File: src/logic/cpu900_pkg.sv
// cpu900 shared widths, opcode and state encodings, and bundled command types
package cpu900_pkg;

    // external bus widths
    localparam int ADDR_W = 24;
    localparam int DATA_W = 16;

    // general registers r0 to r7
    localparam int NREGS = 8;

    typedef enum logic [3:0] {
        OP_NOP  = 4'h0,
        OP_LDI  = 4'h1,
        OP_ADD  = 4'h2,
        OP_SUB  = 4'h3,
        OP_AND  = 4'h4,
        OP_OR   = 4'h5,
        OP_XOR  = 4'h6,
        OP_LD   = 4'h7,
        OP_ST   = 4'h8,
        OP_JR   = 4'h9,
        OP_JRZ  = 4'ha,
        OP_JRC  = 4'hb,
        OP_DJNZ = 4'hc,
        OP_HALT = 4'hf
    } op_e;

    // rs sits in imm[6:4] for register forms
    typedef struct packed {
        op_e        op;
        logic       rsv;
        logic [2:0] rd;
        logic [7:0] imm;
    } insn_t;

    typedef enum logic [2:0] {
        ALU_ADD,
        ALU_SUB,
        ALU_AND,
        ALU_OR,
        ALU_XOR,
        ALU_DEC
    } alu_op_e;

    // z is the msb as in the dump byte
    typedef struct packed {
        logic z;
        logic c;
        logic s;
        logic v;
    } flags_t;

    typedef struct packed {
        logic       we;
        logic [2:0] dst;
        logic [2:0] src;
        logic       sel_mem;
        logic       sel_imm;    // zero-extended low byte of the memory word
        logic       flag_we;
    } reg_cmd_t;

    typedef struct packed {
        logic              fetch;
        logic              rd;
        logic              wr;
        logic [ADDR_W-1:0] addr;
    } mem_cmd_t;

    typedef enum logic [2:0] {
        ST_FETCH,
        ST_DECODE,
        ST_EXEC,
        ST_MEM,
        ST_HALT
    } state_e;

endpackage
File: src/logic/cpu900.sv
// cpu900 top level connecting controller, register bank, ALU, memory controller and PC
`timescale 1ns/10ps

module cpu900(
    input                                 rst,
    input                                 clk,
    input                                 cen,

    output       [cpu900_pkg::ADDR_W-1:0] ram_addr,
    input        [cpu900_pkg::DATA_W-1:0] ram_dout,
    output       [cpu900_pkg::DATA_W-1:0] ram_din,
    output       [1:0]                    ram_we,
    // register dump
    input        [7:0]                    dmp_addr,
    output       [7:0]                    dmp_din,
    output                                halted
);

import cpu900_pkg::*;

mem_cmd_t          mem_req;
reg_cmd_t          reg_cmd;
alu_op_e           alu_op;
flags_t            flags, nx_flags;
logic              nx_z, pc_inc, pc_we, buf_rdy;
logic [7:0]        offset;
logic [ADDR_W-1:0] pc;
logic [DATA_W-1:0] src_out, dst_out, alu_dout, buf_dout;

cpu900_ctrl u_ctrl(
    .clk      ( clk      ), .rst      ( rst      ), .cen      ( cen      ),
    .op       ( buf_dout ), .op_ok    ( buf_rdy  ),
    .flags    ( flags    ), .nx_z     ( nx_z     ), .src_out  ( src_out  ),
    .mem      ( mem_req  ), .regs     ( reg_cmd  ), .alu_op   ( alu_op   ),
    .pc_inc   ( pc_inc   ), .pc_we    ( pc_we    ), .offset   ( offset   ),
    .halted   ( halted   )
);

cpu900_regs u_regs(
    .clk      ( clk      ), .rst      ( rst      ), .cen      ( cen      ),
    .cmd      ( reg_cmd  ), .alu_dout ( alu_dout ), .mem_dout ( buf_dout ),
    .nx_flags ( nx_flags ), .dmp_addr ( dmp_addr ),
    .src_out  ( src_out  ), .dst_out  ( dst_out  ),
    .flags    ( flags    ), .dmp_din  ( dmp_din  )
);

cpu900_alu u_alu(
    .op0      ( dst_out  ), .op1      ( src_out  ), .sel      ( alu_op   ),
    .dout     ( alu_dout ), .nx_flags ( nx_flags ), .nx_z     ( nx_z     )
);

cpu900_ramctl u_ramctl(
    .clk      ( clk      ), .rst      ( rst      ), .cen      ( cen      ),
    .pc       ( pc       ), .req      ( mem_req  ), .wdata    ( dst_out  ),
    .ram_dout ( ram_dout ), .ram_addr ( ram_addr ), .ram_din  ( ram_din  ),
    .ram_we   ( ram_we   ), .dout     ( buf_dout ), .ram_rdy  ( buf_rdy  )
);

cpu900_pc u_pc(
    .clk      ( clk      ), .rst      ( rst      ), .cen      ( cen      ),
    .inc      ( pc_inc   ), .we       ( pc_we    ), .offset   ( offset   ),
    .pc       ( pc       )
);

endmodule

File: src/logic/cpu900_ctrl.sv
// cpu900 controller that sequences fetch, decode and execute for regs, ALU, memory and PC
`timescale 1ns/10ps

module cpu900_ctrl(
    input                               clk,
    input                               rst,
    input                               cen,
    input  cpu900_pkg::insn_t           op,
    input                               op_ok,
    input  cpu900_pkg::flags_t          flags,
    input                               nx_z,
    input        [cpu900_pkg::DATA_W-1:0] src_out,
    output cpu900_pkg::mem_cmd_t        mem,
    output cpu900_pkg::reg_cmd_t        regs,
    output cpu900_pkg::alu_op_e         alu_op,
    output logic                        pc_inc,
    output logic                        pc_we,
    output       [7:0]                  offset,
    output                              halted
);

import cpu900_pkg::*;

state_e            state, nx_state;
insn_t             insn;
logic [ADDR_W-1:0] addr_q;
logic              mem_wait, nx_wait;

assign offset = insn.imm;
assign halted = state == ST_HALT;

always_ff @(posedge clk) begin
    if (rst) begin
        state    <= ST_FETCH;
        mem_wait <= 1'b0;
    end else if (cen) begin
        state    <= nx_state;
        mem_wait <= nx_wait;
    end
end

// instruction and data address latches
always_ff @(posedge clk) begin
    if (cen) begin
        if (state == ST_DECODE && op_ok) insn <= op;
        // word pointer to byte address
        if (state == ST_EXEC) addr_q <= {{(ADDR_W-DATA_W-1){1'b0}}, src_out, 1'b0};
    end
end

always_comb begin
    nx_state = state;
    nx_wait  = mem_wait;
    mem      = '0;
    mem.addr = addr_q;
    regs     = '0;
    regs.dst = insn.rd;
    regs.src = insn.imm[6:4];
    alu_op   = ALU_ADD;
    pc_inc   = 1'b0;
    pc_we    = 1'b0;
    case (state)
        ST_FETCH: begin
            mem.fetch = 1'b1;
            nx_state  = ST_DECODE;
        end
        ST_DECODE: begin
            if (op_ok) begin
                pc_inc   = 1'b1;
                nx_state = ST_EXEC;
            end
        end
        ST_EXEC: begin
            nx_state = ST_FETCH;
            case (insn.op)
                OP_LDI: begin
                    regs.we      = 1'b1;
                    regs.sel_mem = 1'b1;
                    regs.sel_imm = 1'b1;
                end
                OP_ADD, OP_SUB, OP_AND, OP_OR, OP_XOR: begin
                    regs.we      = 1'b1;
                    regs.flag_we = 1'b1;
                    case (insn.op)
                        OP_SUB:  alu_op = ALU_SUB;
                        OP_AND:  alu_op = ALU_AND;
                        OP_OR:   alu_op = ALU_OR;
                        OP_XOR:  alu_op = ALU_XOR;
                        default: alu_op = ALU_ADD;
                    endcase
                end
                OP_LD, OP_ST: nx_state = ST_MEM;
                OP_JR:  pc_we = 1'b1;
                OP_JRZ: pc_we = flags.z;
                OP_JRC: pc_we = flags.c;
                OP_DJNZ: begin
                    // counter write and branch test in the same cycle
                    alu_op  = ALU_DEC;
                    regs.we = 1'b1;
                    pc_we   = ~nx_z;
                end
                OP_HALT: nx_state = ST_HALT;
                default: ;
            endcase
        end
        ST_MEM: begin
            if (insn.op == OP_ST) begin
                mem.wr   = 1'b1;
                nx_state = ST_FETCH;
            end else if (!mem_wait) begin
                mem.rd  = 1'b1;
                nx_wait = 1'b1;
            end else if (op_ok) begin
                regs.we      = 1'b1;
                regs.sel_mem = 1'b1;
                nx_wait      = 1'b0;
                nx_state     = ST_FETCH;
            end
        end
        default: ;
    endcase
end

endmodule

File: src/logic/cpu900_ramctl.sv
// cpu900 memory controller for instruction fetch, data read and data write on the external port
`timescale 1ns/10ps

module cpu900_ramctl(
    input                                 clk,
    input                                 rst,
    input                                 cen,
    input        [cpu900_pkg::ADDR_W-1:0] pc,
    input  cpu900_pkg::mem_cmd_t          req,
    input        [cpu900_pkg::DATA_W-1:0] wdata,
    input        [cpu900_pkg::DATA_W-1:0] ram_dout,
    output       [cpu900_pkg::ADDR_W-1:0] ram_addr,
    output       [cpu900_pkg::DATA_W-1:0] ram_din,
    output       [1:0]                    ram_we,
    output       [cpu900_pkg::DATA_W-1:0] dout,
    output                                ram_rdy
);

import cpu900_pkg::*;

logic              pend;
logic [DATA_W-1:0] dout_q;

// data accesses take the latched pointer and everything else follows the PC
assign ram_addr = (req.rd || req.wr) ? req.addr : pc;
assign ram_din  = wdata;
assign ram_we   = req.wr ? 2'b11 : 2'b00;

// one enabled cycle of read latency
always_ff @(posedge clk) begin
    if (rst) begin
        pend <= 1'b0;
    end else if (cen) begin
        pend <= req.fetch | req.rd;
    end
end

// holds the last word so LDI can still see its own opcode
always_ff @(posedge clk) begin
    if (cen && pend) dout_q <= ram_dout;
end

assign ram_rdy = pend;
assign dout    = pend ? ram_dout : dout_q;

endmodule

File: src/logic/cpu900_pc.sv
// cpu900 program counter with word step on fetch and signed relative branch
`timescale 1ns/10ps

module cpu900_pc(
    input                                 clk,
    input                                 rst,
    input                                 cen,
    input                                 inc,
    input                                 we,
    input        [7:0]                    offset,
    output logic [cpu900_pkg::ADDR_W-1:0] pc
);

import cpu900_pkg::*;

logic [ADDR_W-1:0] rel;

// offset counts words while pc counts bytes
assign rel = {{(ADDR_W-9){offset[7]}}, offset, 1'b0};

always_ff @(posedge clk) begin
    if (rst) begin
        pc <= '0;
    end else if (cen) begin
        if (inc) pc <= pc + ADDR_W'(2);
        else if (we) pc <= pc + rel;
    end
end

endmodule

File: src/logic/cpu900_regs.sv
// cpu900 register bank with eight general registers, flags and a byte-wide dump view
`timescale 1ns/10ps

module cpu900_regs(
    input                                 clk,
    input                                 rst,
    input                                 cen,
    input  cpu900_pkg::reg_cmd_t          cmd,
    input        [cpu900_pkg::DATA_W-1:0] alu_dout,
    input        [cpu900_pkg::DATA_W-1:0] mem_dout,
    input  cpu900_pkg::flags_t            nx_flags,
    input        [7:0]                    dmp_addr,
    output       [cpu900_pkg::DATA_W-1:0] src_out,
    output       [cpu900_pkg::DATA_W-1:0] dst_out,
    output cpu900_pkg::flags_t            flags,
    output logic [7:0]                    dmp_din
);

import cpu900_pkg::*;

logic [DATA_W-1:0] r[NREGS];
logic [DATA_W-1:0] wdata;
logic [DATA_W-1:0] dmp_reg;

assign src_out = r[cmd.src];
assign dst_out = r[cmd.dst];

always_comb begin
    if (!cmd.sel_mem) wdata = alu_dout;
    else if (cmd.sel_imm) wdata = {8'h00, mem_dout[7:0]};
    else wdata = mem_dout;
end

always_ff @(posedge clk) begin
    if (rst) begin
        for (int i = 0; i < NREGS; i++) begin
            r[i] <= '0;
        end
        flags <= '0;
    end else if (cen) begin
        if (cmd.we) r[cmd.dst] <= wdata;
        if (cmd.flag_we) flags <= nx_flags;
    end
end

// bytes 0 to 15 map the registers low byte first and 16 is the flag byte
assign dmp_reg = r[dmp_addr[3:1]];

always_comb begin
    dmp_din = 8'h00;
    if (dmp_addr[7:4] == 4'd0) begin
        dmp_din = dmp_addr[0] ? dmp_reg[15:8] : dmp_reg[7:0];
    end else if (dmp_addr == 8'd16) begin
        dmp_din = {4'd0, flags};
    end
end

endmodule

File: src/logic/cpu900_alu.sv
// cpu900 ALU computing 16-bit arithmetic and logic results with next flags
`timescale 1ns/10ps

module cpu900_alu(
    input        [cpu900_pkg::DATA_W-1:0] op0,
    input        [cpu900_pkg::DATA_W-1:0] op1,
    input  cpu900_pkg::alu_op_e           sel,
    output logic [cpu900_pkg::DATA_W-1:0] dout,
    output cpu900_pkg::flags_t            nx_flags,
    output                                nx_z
);

import cpu900_pkg::*;

logic [DATA_W-1:0] b;
logic [DATA_W:0]   sum;
logic              carry;
logic              ovf;

// decrement is a subtract of one
assign b = (sel == ALU_DEC) ? 16'd1 : op1;

always_comb begin
    sum   = '0;
    dout  = '0;
    carry = 1'b0;
    ovf   = 1'b0;
    case (sel)
        ALU_ADD: begin
            sum   = {1'b0, op0} + {1'b0, b};
            dout  = sum[DATA_W-1:0];
            carry = sum[DATA_W];
            ovf   = (op0[15] == b[15]) && (dout[15] != op0[15]);
        end
        ALU_SUB, ALU_DEC: begin
            sum   = {1'b0, op0} - {1'b0, b};
            dout  = sum[DATA_W-1:0];
            // top bit of the 17-bit difference is the borrow
            carry = sum[DATA_W];
            ovf   = (op0[15] != b[15]) && (dout[15] != op0[15]);
        end
        ALU_AND: dout = op0 & b;
        ALU_OR:  dout = op0 | b;
        ALU_XOR: dout = op0 ^ b;
        default: dout = op0;
    endcase
end

always_comb begin
    nx_flags.z = dout == '0;
    nx_flags.c = carry;
    nx_flags.s = dout[15];
    nx_flags.v = ovf;
end

assign nx_z = nx_flags.z;

endmodule

File: config.mk
export PLATFORM = sky130hd
export DESIGN_NAME = cpu900
export DESIGN_NICKNAME = d
export VERILOG_FILES = /design/src/logic/cpu900_pkg.sv /design/src/logic/cpu900.sv /design/src/logic/cpu900_ctrl.sv /design/src/logic/cpu900_ramctl.sv /design/src/logic/cpu900_pc.sv /design/src/logic/cpu900_regs.sv /design/src/logic/cpu900_alu.sv
export SDC_FILE = /design/constraint.sdc
export NUM_CORES = 1
export LEC_CHECK = 0
export CORE_MARGIN = 4
export CORE_UTILIZATION = 50
export CTS_CLUSTER_DIAMETER = 100
export CTS_CLUSTER_SIZE = 8
export DETAILED_ROUTE_END_ITERATION = 8
export DONT_BUFFER_PORTS = 1
export GPL_TIMING_DRIVEN = 1
export HOLD_SLACK_MARGIN = 0.02
export PLACE_DENSITY = 0.77
export SYNTH_ARGS = -nofsm -noshare
export SYNTH_HDL_FRONTEND = slang
export SYNTH_SLANG_ARGS = --single-unit
File: constraint.sdc
create_clock -name clk -period 5.4 [get_ports clk]
set_input_delay 0.54 -clock clk [delete_from_list [all_inputs] [get_ports clk]]
set_output_delay 0.54 -clock clk [all_outputs]
set_load 0.01 [all_outputs]
# [Yosys cells after proc, flatten, opt, wreduce, memory -nomap -nowiden]
# Memory sizes are Yosys's and may differ from the RTL's. A register that Yosys moved wholly into a read port is not among the register bits.
# Index checks and enable logic that the tools add are counted.
# W data, S select, Z words.
[classes] add_sub_neg=4 n_eq_ne=30 n_mux=53 n_bitwise=6 n_reduce_logical=22
[ops] cell="$mux W16" count=5
[ops] cell="$pmux W16 S5" count=1
[ops] cell="$mux W24" count=3
[ops] cell="$add A24 B2 Y24 const B" count=1
[ops] cell="$add A24 B24 Y24" count=1
[ops] cell="$eq A4 B4 Y1 const B" count=6
[ops] cell="$mux W3" count=8
[ops] cell="$pmux W3 S4" count=2
[ops] cell="$mux W1" count=20
[ops] cell="$add A16 B16 Y17" count=1
[ops] cell="$sub A16 B16 Y17" count=1
[ops] cell="$and A16 B16 Y16" count=1
[ops] cell="$eq A4 B3 Y1 const B" count=4
[ops] cell="$logic_not A16 Y1" count=1
[ops] cell="$mux W8" count=2
[ops] cell="$or A16 B16 Y16" count=1
[ops] cell="$reduce_or A16 Y1" count=1
[ops] cell="$xor A16 B16 Y16" count=1
[ops] cell="$eq A3 B2 Y1 const B" count=4
[ops] cell="$pmux W3 S2" count=2
[ops] cell="$eq A3 B3 Y1 const B" count=3
[ops] cell="$eq A4 B2 Y1 const B" count=2
[ops] cell="$eq A8 B5 Y1 const B" count=1
[ops] cell="$mux W2" count=4
[ops] cell="23 further kinds" count=39
[word_totals] ff_bits=80 ram_bits=128 output_inout_bits=51 elab_cells=129 mem_count=1
[mem_list] name="u_regs.r" words=8 word_bits=16 rd=3 rd_ports_with_merged_regs=2 write_ports=8 line="cpu900_regs.sv:21" source="logic [DATA_W-1:0] r[NREGS];"

# [Longest topological paths before layout]
# Gate-level depths: netlist of the first run.
[depth] depth_word=14 ltp_mapped=20 ltp_nobuf=17

# [Cells and area by module]
# Synthesis of the first run repeated with hierarchy kept, for this count alone.
[unflattened] hier_cells=1537 area_unflattened_um2=15871.5
[modules_own_cells] module="cpu900_regs" n_inst=1 cells_each=619 area_each_um2=8147.8 seq_area_each_um2=3923.8
[modules_own_cells] module="cpu900_alu" n_inst=1 cells_each=445 area_each_um2=2956.6 seq_area_each_um2=0.0
[modules_own_cells] module="cpu900_pc" n_inst=1 cells_each=265 area_each_um2=1981.9 seq_area_each_um2=460.4
[modules_own_cells] module="cpu900_ctrl" n_inst=1 cells_each=124 area_each_um2=1617.8 seq_area_each_um2=1011.0
[modules_own_cells] module="cpu900_ramctl" n_inst=1 cells_each=84 area_each_um2=1167.4 seq_area_each_um2=500.5

# [Worst setup path after synthesis of the first run]
# Ideal clock, no wire load.
[synth_timing] kind="reg2reg" startpoint="reg (tool-made name)" endpoint="reg u_pc.pc[23] in the netlist's numbering" setup_ns=0.123 t_arrival_ns=5.047 required_ns=5.277 slack_ns=0.230 path_stages_with_launch=17 n_path_buf=2 synth_period_minus_slack_ns=5.170 cell_sequence="dfxtp_1 -> clkbuf_1 -> buf_1 -> mux4_2 -> mux2i_1 -> inv_1 -> ha_1 -> a211oi_1 -> o211ai_1 -> a21oi_1 -> o21ai_0 -> a2111o_1 -> a32oi_1 -> nand3_1 -> o41a_4 -> o21ai_2 -> mux2_1"
[synth_lines] element="to (signal assigned)" line="cpu900_pc.sv:25" source="if (inc) pc <= pc + ADDR_W'(2);"
[synth_lines] element="to (signal assigned)" line="cpu900_pc.sv:26" source="else if (we) pc <= pc + rel;"
[synth_lines] element="to (decl)" line="cpu900_pc.sv:11" source="output logic [cpu900_pkg::ADDR_W-1:0] pc"

==> results.md, run 1 <==
- The flow ran to the end, and the final reports show no timing, DRC or antenna violations.
- The aggregate global routing overflow is 0.
- The final-layout fill cell count is 2512.
- The largest buffer count on any clock path is 3.
- The CTS tree is done.
- The register clock-pin slew on the reported worst setup and hold paths is 60 ps.
- The average vias per placed instance is 6.73.
- Once layout is done, the placed cells without fillers occupy 16700 um^2.
- In this run the top signal layer used is met4.
- The core footprint is 29600 um^2.
- At the worst endpoint, the required time is 5830 ps.
- The post-placement cell area is 15800 um^2.
- The area of the die is 32900 um^2.
- The library cell contributing the largest single delay on the critical path is sky130_fd_sc_hd__o41a_4.
- The fraction of the yosys area taken by sequential cells is 39.8%.
- The maximum fanout count along the critical path is 18.
- The met1 routed wirelength after detailed routing is 17100 um.
- The overall die height is 181 um.
- CTS built an H-tree with a depth of 1.
- The most frequent cell after synthesis is sky130_fd_sc_hd__nor2_1.
- Dividing the detail-routed wire length by the instance count gives 26.6 um.
- The die is 181 um wide.
- The type of destination of the critical path is a flip-flop.
- The biggest area contributor in the post-synthesis netlist is sky130_fd_sc_hd__edfxtp_1.
- Static timing analysis puts the maximum clock frequency at 0.194 GHz.
- After detailed routing, the number of remaining DRC violations is 0.
- The signal on the critical path passes through buf_4 > mux4_2 > mux2i_1 > inv_1 > ha_1 > nand2b_1 > or3b_2 > o211ai_1 > a31oi_1 > buf_4 > nand2_1 > a31oi_1 > buf_4 > o41a_4 > buf_4 > o21ai_0 > a21oi_1.
- The final number of hold-violating endpoints is 0.
- The cts-stage hold buffer count is 0.
- The category of the most critical setup path is flip-flop to flip-flop.
- The count of pins over their slew limit is 0.
- The total routed wirelength is 48100 um.
- The global-route usage over all layers is 28.4%.
- The initial utilization of the core area, before any placement, comes to 50.7%.
- Across the routed clock network, the largest skew measured is 46.3 ps.
- The total power draw is 4.49 mW.
- The min-delay analysis places its worst path in the category input port to flip-flop.
- The total negative slack for setup checks is 0 ps.
- The length of the first detailed-routing pass in iterations is 6.
- The slew of the pin with the lowest slew margin is 977 ps.
- Input and output buffers added on the ports amount to 0.
- Detailed placement ended at an HPWL of 33800 um.
- The cell area that synthesis handed to floorplanning was 15000 um^2.
- The sequential cells in the finished layout cover a total of 5990 um^2.
- The I/O pin count is 78.
- By area the synthesized netlist is led by sky130_fd_sc_hd__edfxtp_1, sky130_fd_sc_hd__mux4_2, sky130_fd_sc_hd__ha_1.
- The routed length on met3 is 5330 um.
- Summing over every cut layer, the via total after detailed routing is 12200.
- Setup violations remaining at the end of the flow were counted as 0.
- The share of layout cells above drive strength 1 is 21.4%.
- Entering global routing, the biggest net connects 34 pins.
- The met2 wirelength from detailed routing is 23300 um.
- The share of synthesized flip-flops with an asynchronous set or reset is 0%.
- At the end of routability-driven placement, the weighted congestion stood at 1.04.
- The initial antenna violation count is 2.
- STA puts the critical path data arrival time at 5600 ps.
- The net count of the mapped netlist is 1472.
- The number of different library cells used by synthesis comes to 91.
- For this run, the number of Yosys warnings is 0.
- The number of buffers added by the clock tree synthesis step is 30.
- Yosys mapped a number of flops with a built-in enable equal to 174.
- The post-synthesis cell count is 1370.
- The later-pin clock latency in the skew report is 590 ps.
- The CTS sink count is 212.
- After synthesis the netlist holds a flip-flop and latch count of 212.
- The first-pass GRT wire length is 72500 um.
- The mean cell area of the mapped netlist is 11.0 um^2.
- The synthesized design devotes to its leading area cell type 34.8% of total area.
- The number of max-capacitance violations reported is 0.
- From synthesis to final layout, the design area changed by 11.3%.
- The relative max-transition margin is 34.8%.
- The CTS root buffer is sky130_fd_sc_hd__clkbuf_16.
- Among all flip-flop cells after synthesis, the most frequent one is sky130_fd_sc_hd__edfxtp_1.
- By count the netlist is led by sky130_fd_sc_hd__nor2_1, sky130_fd_sc_hd__edfxtp_1, sky130_fd_sc_hd__mux4_2.
- The power per unit of standard cell area is 268 nW/um^2.
- The initial detailed-routing violation count is 1769.
- The final layout net count is 1495.
- The worst path uses 95.6% of the clock period.
- Setup repair after global routing left no endpoint under its margin.
- Once the clock tree was built, the setup fixing pass inserted 0 buffers.
- For the finished layout, the period the worst path requires is 5160 ps.
- The number of global-route vias before repair is 12100.
- Summing all multi-input logic gate instances after layout gives 8450 um^2.
- The kind of start point of the critical path is a flip-flop.
- In this run the static leakage power is 6.41 nW.
- The largest single stage delay on the critical path is 530 ps.
- In this design, the critical path's most frequently occurring cell is sky130_fd_sc_hd__buf_4.
- The site row count is 63.
- IR analysis of the VDD net gives a maximum drop of 0.257 mV.
- Once detail routing completed, the nets flagged for antenna violations numbered 0.
==> registers in the layout, summed over array words and instances, names as in the netlist, named ones only <==
name	flops
u_ctrl.regs	3
u_ctrl.offset	8
u_ctrl.addr_q	16
u_regs.r	128
u_pc.pc	23
u_ramctl.dout_q	15
u_ctrl.insn	4
u_ctrl.mem_wait	1
u_ramctl.ram_rdy	1
u_ctrl.state	3
u_regs.flags	4
==> path summary, 6_finish.rpt <==
path	start	end	slack, ps	depth (start not counted)
max	flip-flop	u_pc.pc[3]	240	17
min	ram_dout[8]	u_ramctl.dout_q[8]	50	0
max reg2reg	flip-flop	u_pc.pc[3]	240	17
min reg2reg	u_pc.pc[22]	u_pc.pc[22]	470	2
==> per-stage QoR <==
| step | hold slack (ps) | instances | utilization (%) | setup WS, ps |
|---|---|---|---|---|
| finish | 49.1 | 1807 | 56.4 | 237 |
| CTS | 34.0 | 1805 | 56.2 | 207 |
| detailed placement | 455 | 1750 | 53.2 | 240 |
| global placement | 457 | 1750 | 53.2 | 372 |
| global route | 36.4 | 1807 | 56.4 | 47.4 |
| floorplan | 441 | 1370 | - | 230 |
==> per-layer routing <==
metal  vias up  GRT usage, %
met3       170          6.34
li1       5244             -
met4         0          11.3
met1      5905          35.4
met2       838          48.1
met5         -             0
==> area by class of cell <==
class / count / area share, %
well taps: 390 / 2.92
clock inverters: 1 / 0.180
multi-input cells: 1005 / 50.5
diodes: 1 / 0.0150
clock buffers: 54 / 5.15
repair buffers: 75 / 3.85
flip-flops and latches: 212 / 35.8
inverters: 69 / 1.55
==> cells by family after synthesis <==
| group | Yosys count | synth area share, % |
|---|---|---|
| and+or+nand+nor | 441 | 14.0 |
| DFF | 212 | 39.8 |
| adders and majority gates | 76 | 6.46 |
| xor gates and xnor gates | 27 | 1.57 |
| AOI/OAI and AO/OA | 282 | 12.9 |
| buffers and inverters | 153 | 4.30 |
| muxes | 178 | 20.9 |
| other | 1 | 0.0250 |
==> critical path: cells and delay by family, from the launching register on <==
kind                       cells  cell delay [ps]
buffers and inverters          5             1150
adders and majority gates      1              420
AOI/OAI and AO/OA              6             1360
DFF                            1              490
and+or+nand+nor                3              750
muxes                          2              800
==> power breakdown <==
part | switching [mW] | leakage (nW) | internal (mW) | total (mW)
registers | 0.0390 | 2.05 | 1.82 | 1.86
clock network | 0.727 | 0.421 | 1.06 | 1.79
logic | 0.510 | 3.94 | 0.334 | 0.844
==> placed cells by master, fill, tap and decap left out, drive strengths merged, types with 5 or more instances in the layout <==
master	count
nor2	187
edfxtp	174
mux4	104
nand2	75
buf	74
ha	72
a21oi	70
inv	69
o21ai	58
clkbuf	55
mux2	49
dfxtp	38
nand3	35
nor2b	29
mux2i	25
nor3	25
xnor2	20
a211oi	17
and2	16
a21o	16
o211ai	16
nand2b	15
a31oi	14
nor4	13
and3	10
o21bai	10
o21a	9
or3	8
o31ai	7
xor2	7
o221ai	7
or2	5
o2111ai	5
a22oi	5
nand4	5
o22ai	5
a2111oi	5
==> repair_timing <==
| action | CTS | global route |
|---|---|---|
| endpoints found under the setup margin | 0 | 17 |
| hold endpoints to repair | 0 | 0 |
| resized for setup | 0 | 8 |
Power figures use the tool's default switching activity.
==> run 2, diff against run 1 <==
RECOVER_POWER = 100   (was unset)
==> results.md, run 2 (same netlist as run 1, synthesis figures left out) <==
- Run status: finished, violations left (was finished, final reports clean).
- The checks that failed: max-capacitance violations.
- The I/O pin count was 78 (unchanged).
- The CTS sink count is 212 (unchanged).
- The maximum fanout count along the critical path is 15 (was 18).
- The average wire length per cell after detail routing is 26.7 um (was 26.6 um).
- The leakage component of the power is 6.28 nW (was 6.41 nW).
- The count of vias placed by the detailed router is 12200 (about the same).
- The slew of the pin with the lowest slew margin is 1460 ps (was 977 ps).
- The cts-stage hold buffer count is 0 (unchanged).
- The cell depth of the worst flop-to-flop path is 17 (unchanged).
- The non-filler instance count after layout is 1807 (unchanged).
- The share of layout cells above drive strength 1 came to 15.5% (was 21.4%).
- The die span in x is 181 um (unchanged).
- The CTS tree is done (unchanged).
- The global placement routability congestion is 1.04 (unchanged).
- The starting density of the core is 50.7% (unchanged).
- The category of the most critical setup path is flip-flop to flip-flop (unchanged).
- The setup slack after layout was 226 ps (was 237 ps).
- The post-placement cell area came to 15800 um^2 (unchanged).
- The largest buffer count on any clock path came to 3 (unchanged).
- Most frequent cells in the layout: sky130_fd_sc_hd__nor2_1, sky130_fd_sc_hd__edfxtp_1, sky130_fd_sc_hd__mux4_2 (unchanged).
- The initial antenna violation count is 2 (unchanged).
- The final layout net count was 1495 (unchanged).
- The final standard cell utilization of the core came to 55.7% (was 56.4%).
- The class of the tightest hold or removal check is input port to flip-flop (unchanged).
- The library cell contributing the largest single delay on the critical path is sky130_fd_sc_hd__mux4_2 (was sky130_fd_sc_hd__o41a_4).
- The number of flip-flops under the largest register name was 128 (unchanged).
- The quantity of I/O buffers inserted on ports was 0 (unchanged).
- The most frequent cell on the critical path was sky130_fd_sc_hd__a21oi_1 (was sky130_fd_sc_hd__buf_4).
- The later-pin clock latency in the skew report is 590 ps (about the same).
- The maximum number of pins on one net before global-route repair was 34 (unchanged).
- The buffering stage count on the worst path with inverters included came to 3 (was 5).
- Series of cell instances along the critical path: buf_12 > mux4_2 > mux2_2 > nand2_1 > inv_1 > fa_1 > nor2_1 > o311ai_1 > and2_0 > a221o_1 > a21oi_1 > nand4_1 > or4_4 > o41a_4 > buf_4 > o21ai_0 > a21oi_1 (was buf_4 > mux4_2 > mux2i_1 > inv_1 > ha_1 > nand2b_1 > or3b_2 > o211ai_1 > a31oi_1 > buf_4 > nand2_1 > a31oi_1 > buf_4 > o41a_4 > buf_4 > o21ai_0 > a21oi_1).
- The final number of hold-violating endpoints came to 0 (unchanged).
- The count of pins over their slew limit came to 0 (unchanged).
- The register clock-pin slew on the reported worst setup and hold paths was 60 ps (about the same).
- The overall die height was 181 um (unchanged).
- The pre-CTS setup slack is 240 ps (unchanged).
- The total routed wirelength is 48300 um (was 48100 um).
- RSZ-0062 raised after global routing: no (unchanged).
- The relative max-transition margin was 1.41% (was 34.8%).
- The global-route usage over all layers is 28.4% (unchanged).
- The average vias per placed instance came to 6.75 (was 6.73).
- The total power draw is 4.47 mW (was 4.49 mW).
- The remaining antenna violation count was 0 (unchanged).
- The worst hold slack was 41.2 ps (was 49.1 ps).
- The site row count is 63 (unchanged).
- Largest registers: u_regs.r: 128 flops, u_pc.pc: 23 flops, u_ctrl.addr_q: 16 flops (unchanged).
- The power per unit of standard cell area is 270 nW/um^2 (was 268 nW/um^2).
- The area of the die came to 32900 um^2 (unchanged).
- The sum of net half-perimeters after detailed placement is 33800 um (unchanged).
- The CTS root buffer was sky130_fd_sc_hd__clkbuf_16 (unchanged).
- The number of cells after detailed placement is 1750 (unchanged).
- The most frequent standard cell in the layout excluding fill and tap cells is sky130_fd_sc_hd__nor2_1 (unchanged).
- The core footprint is 29600 um^2 (unchanged).
- The internal reg-to-reg setup slack came to 230 ps (was 240 ps).
- The depth of the critical timing path with buffers and inverters included is 17 (unchanged).
- The number of endpoints failing setup at the final stage was 0 (unchanged).
- The length of the first detailed-routing pass in iterations is 7 (was 6).
- The initial detailed-routing violation count was 1850 (was 1769).
- The kind of start point of the critical path is a flip-flop (unchanged).
- The data arrival time of the worst path came to 5610 ps (was 5600 ps).
- The aggregate global routing overflow came to 0 (unchanged).
- The number of global-route vias before repair was 12100 (unchanged).
- The final non-filler cell area is 16500 um^2 (was 16700 um^2).
- The count of unresolved DRC violations after routing is 0 (unchanged).
- The total negative slack for setup checks is 0 ps (unchanged).
- The final worst-path cycle share is 95.8% (was 95.6%).
- The clock period minus worst slack is 5170 ps (was 5160 ps).
- The largest incremental delay on the critical path is 530 ps (about the same).
- The peak clock frequency supported by timing is 0.193 GHz (was 0.194 GHz).
- The final setup skew is 49.8 ps (was 46.3 ps).
- The number of buffers added by the clock tree synthesis step is 30 (unchanged).
- The type of destination of the critical path is a flip-flop (unchanged).
- The cell class contributing the biggest share of worst-path delay is compound AO/OA/AOI/OAI gates (unchanged).
- The H-tree depth is 1 (unchanged).
- The number of max-capacitance violations reported was 1 (was 0).
- The register containing the most flip-flops in the final layout is u_regs.r (unchanged).
- The number of instances on the worst hold path was 0 (unchanged).
- The endpoint required time on the critical path is 5830 ps (about the same).
- The layout overhead on the synthesized area is 9.95% (was 11.3%).
- The first-pass GRT wire length is 72500 um (unchanged).
- The worst vdd rail ir drop came to 0.259 mV (was 0.257 mV).
[run 2: cell types whose count changed in the layout (fill, tap and decap cells not counted), sizes merged]
cell / previous run / this run
buf: 74 / 34
clkbuf: 55 / 95
[run 2: path summary, 6_finish.rpt]
| path | to | startpoint |
|---|---|---|
| worst min-delay path | u_ramctl.dout_q[8] | ram_dout[8] |
| worst min register to register | u_pc.pc[22] | u_pc.pc[22] |
| worst max register to register | u_pc.pc[3] | flip-flop |
| worst max-delay path | u_pc.pc[3] | flip-flop |
[run 2: what timing repair did]
action,4_1_cts,5_1_grt
buffers inserted,0,0
setup endpoints to repair,0,17
resized for setup,0,8
hold endpoints to repair,0,0
[run 2: report_power, final]
group / total, mW / switching (mW) / internal, mW
Sequential: 1.86 / 0.0387 / 1.82
Combinational: 0.814 / 0.506 / 0.308
Clock: 1.80 / 0.732 / 1.06
Total: 4.47 / 1.28 / 3.19
[run 2: layout make-up]
class,count,area [um^2]
Tap cell,390,488
Clock buffer,54,861
Timing Repair Buffer,75,484
Antenna cell,1,2.50
Multi-Input combinational cell,1005,8410
Sequential cell,212,5990
Fill cell,2566,13100
Inverter,69,259
Clock inverter,1,30.0
[run 2: per-layer routing]
metal / vias up / routed length [um] / GRT usage, %
met5: - / 0 / 0
met4: 0 / 2480 / 11.3
met3: 161 / 5310 / 6.34
met2: 822 / 23400 / 48.1
met1: 5981 / 17100 / 35.4
li1: 5240 / - / -
[run 2: worst reg2reg max path, stage by stage, from the launching register on]
cell and delay, ps:
sky130_fd_sc_hd__dfxtp_4 430, sky130_fd_sc_hd__buf_12 210, sky130_fd_sc_hd__mux4_2 530, sky130_fd_sc_hd__mux2_2 330, sky130_fd_sc_hd__nand2_1 160, sky130_fd_sc_hd__inv_1 90
sky130_fd_sc_hd__fa_1 420, sky130_fd_sc_hd__nor2_1 180, sky130_fd_sc_hd__o311ai_1 170, sky130_fd_sc_hd__and2_0 260, sky130_fd_sc_hd__a221o_1 380, sky130_fd_sc_hd__a21oi_1 220
sky130_fd_sc_hd__nand4_1 130, sky130_fd_sc_hd__or4_4 480, sky130_fd_sc_hd__o41a_4 490, sky130_fd_sc_hd__buf_4 210, sky130_fd_sc_hd__o21ai_0 240, sky130_fd_sc_hd__a21oi_1 100
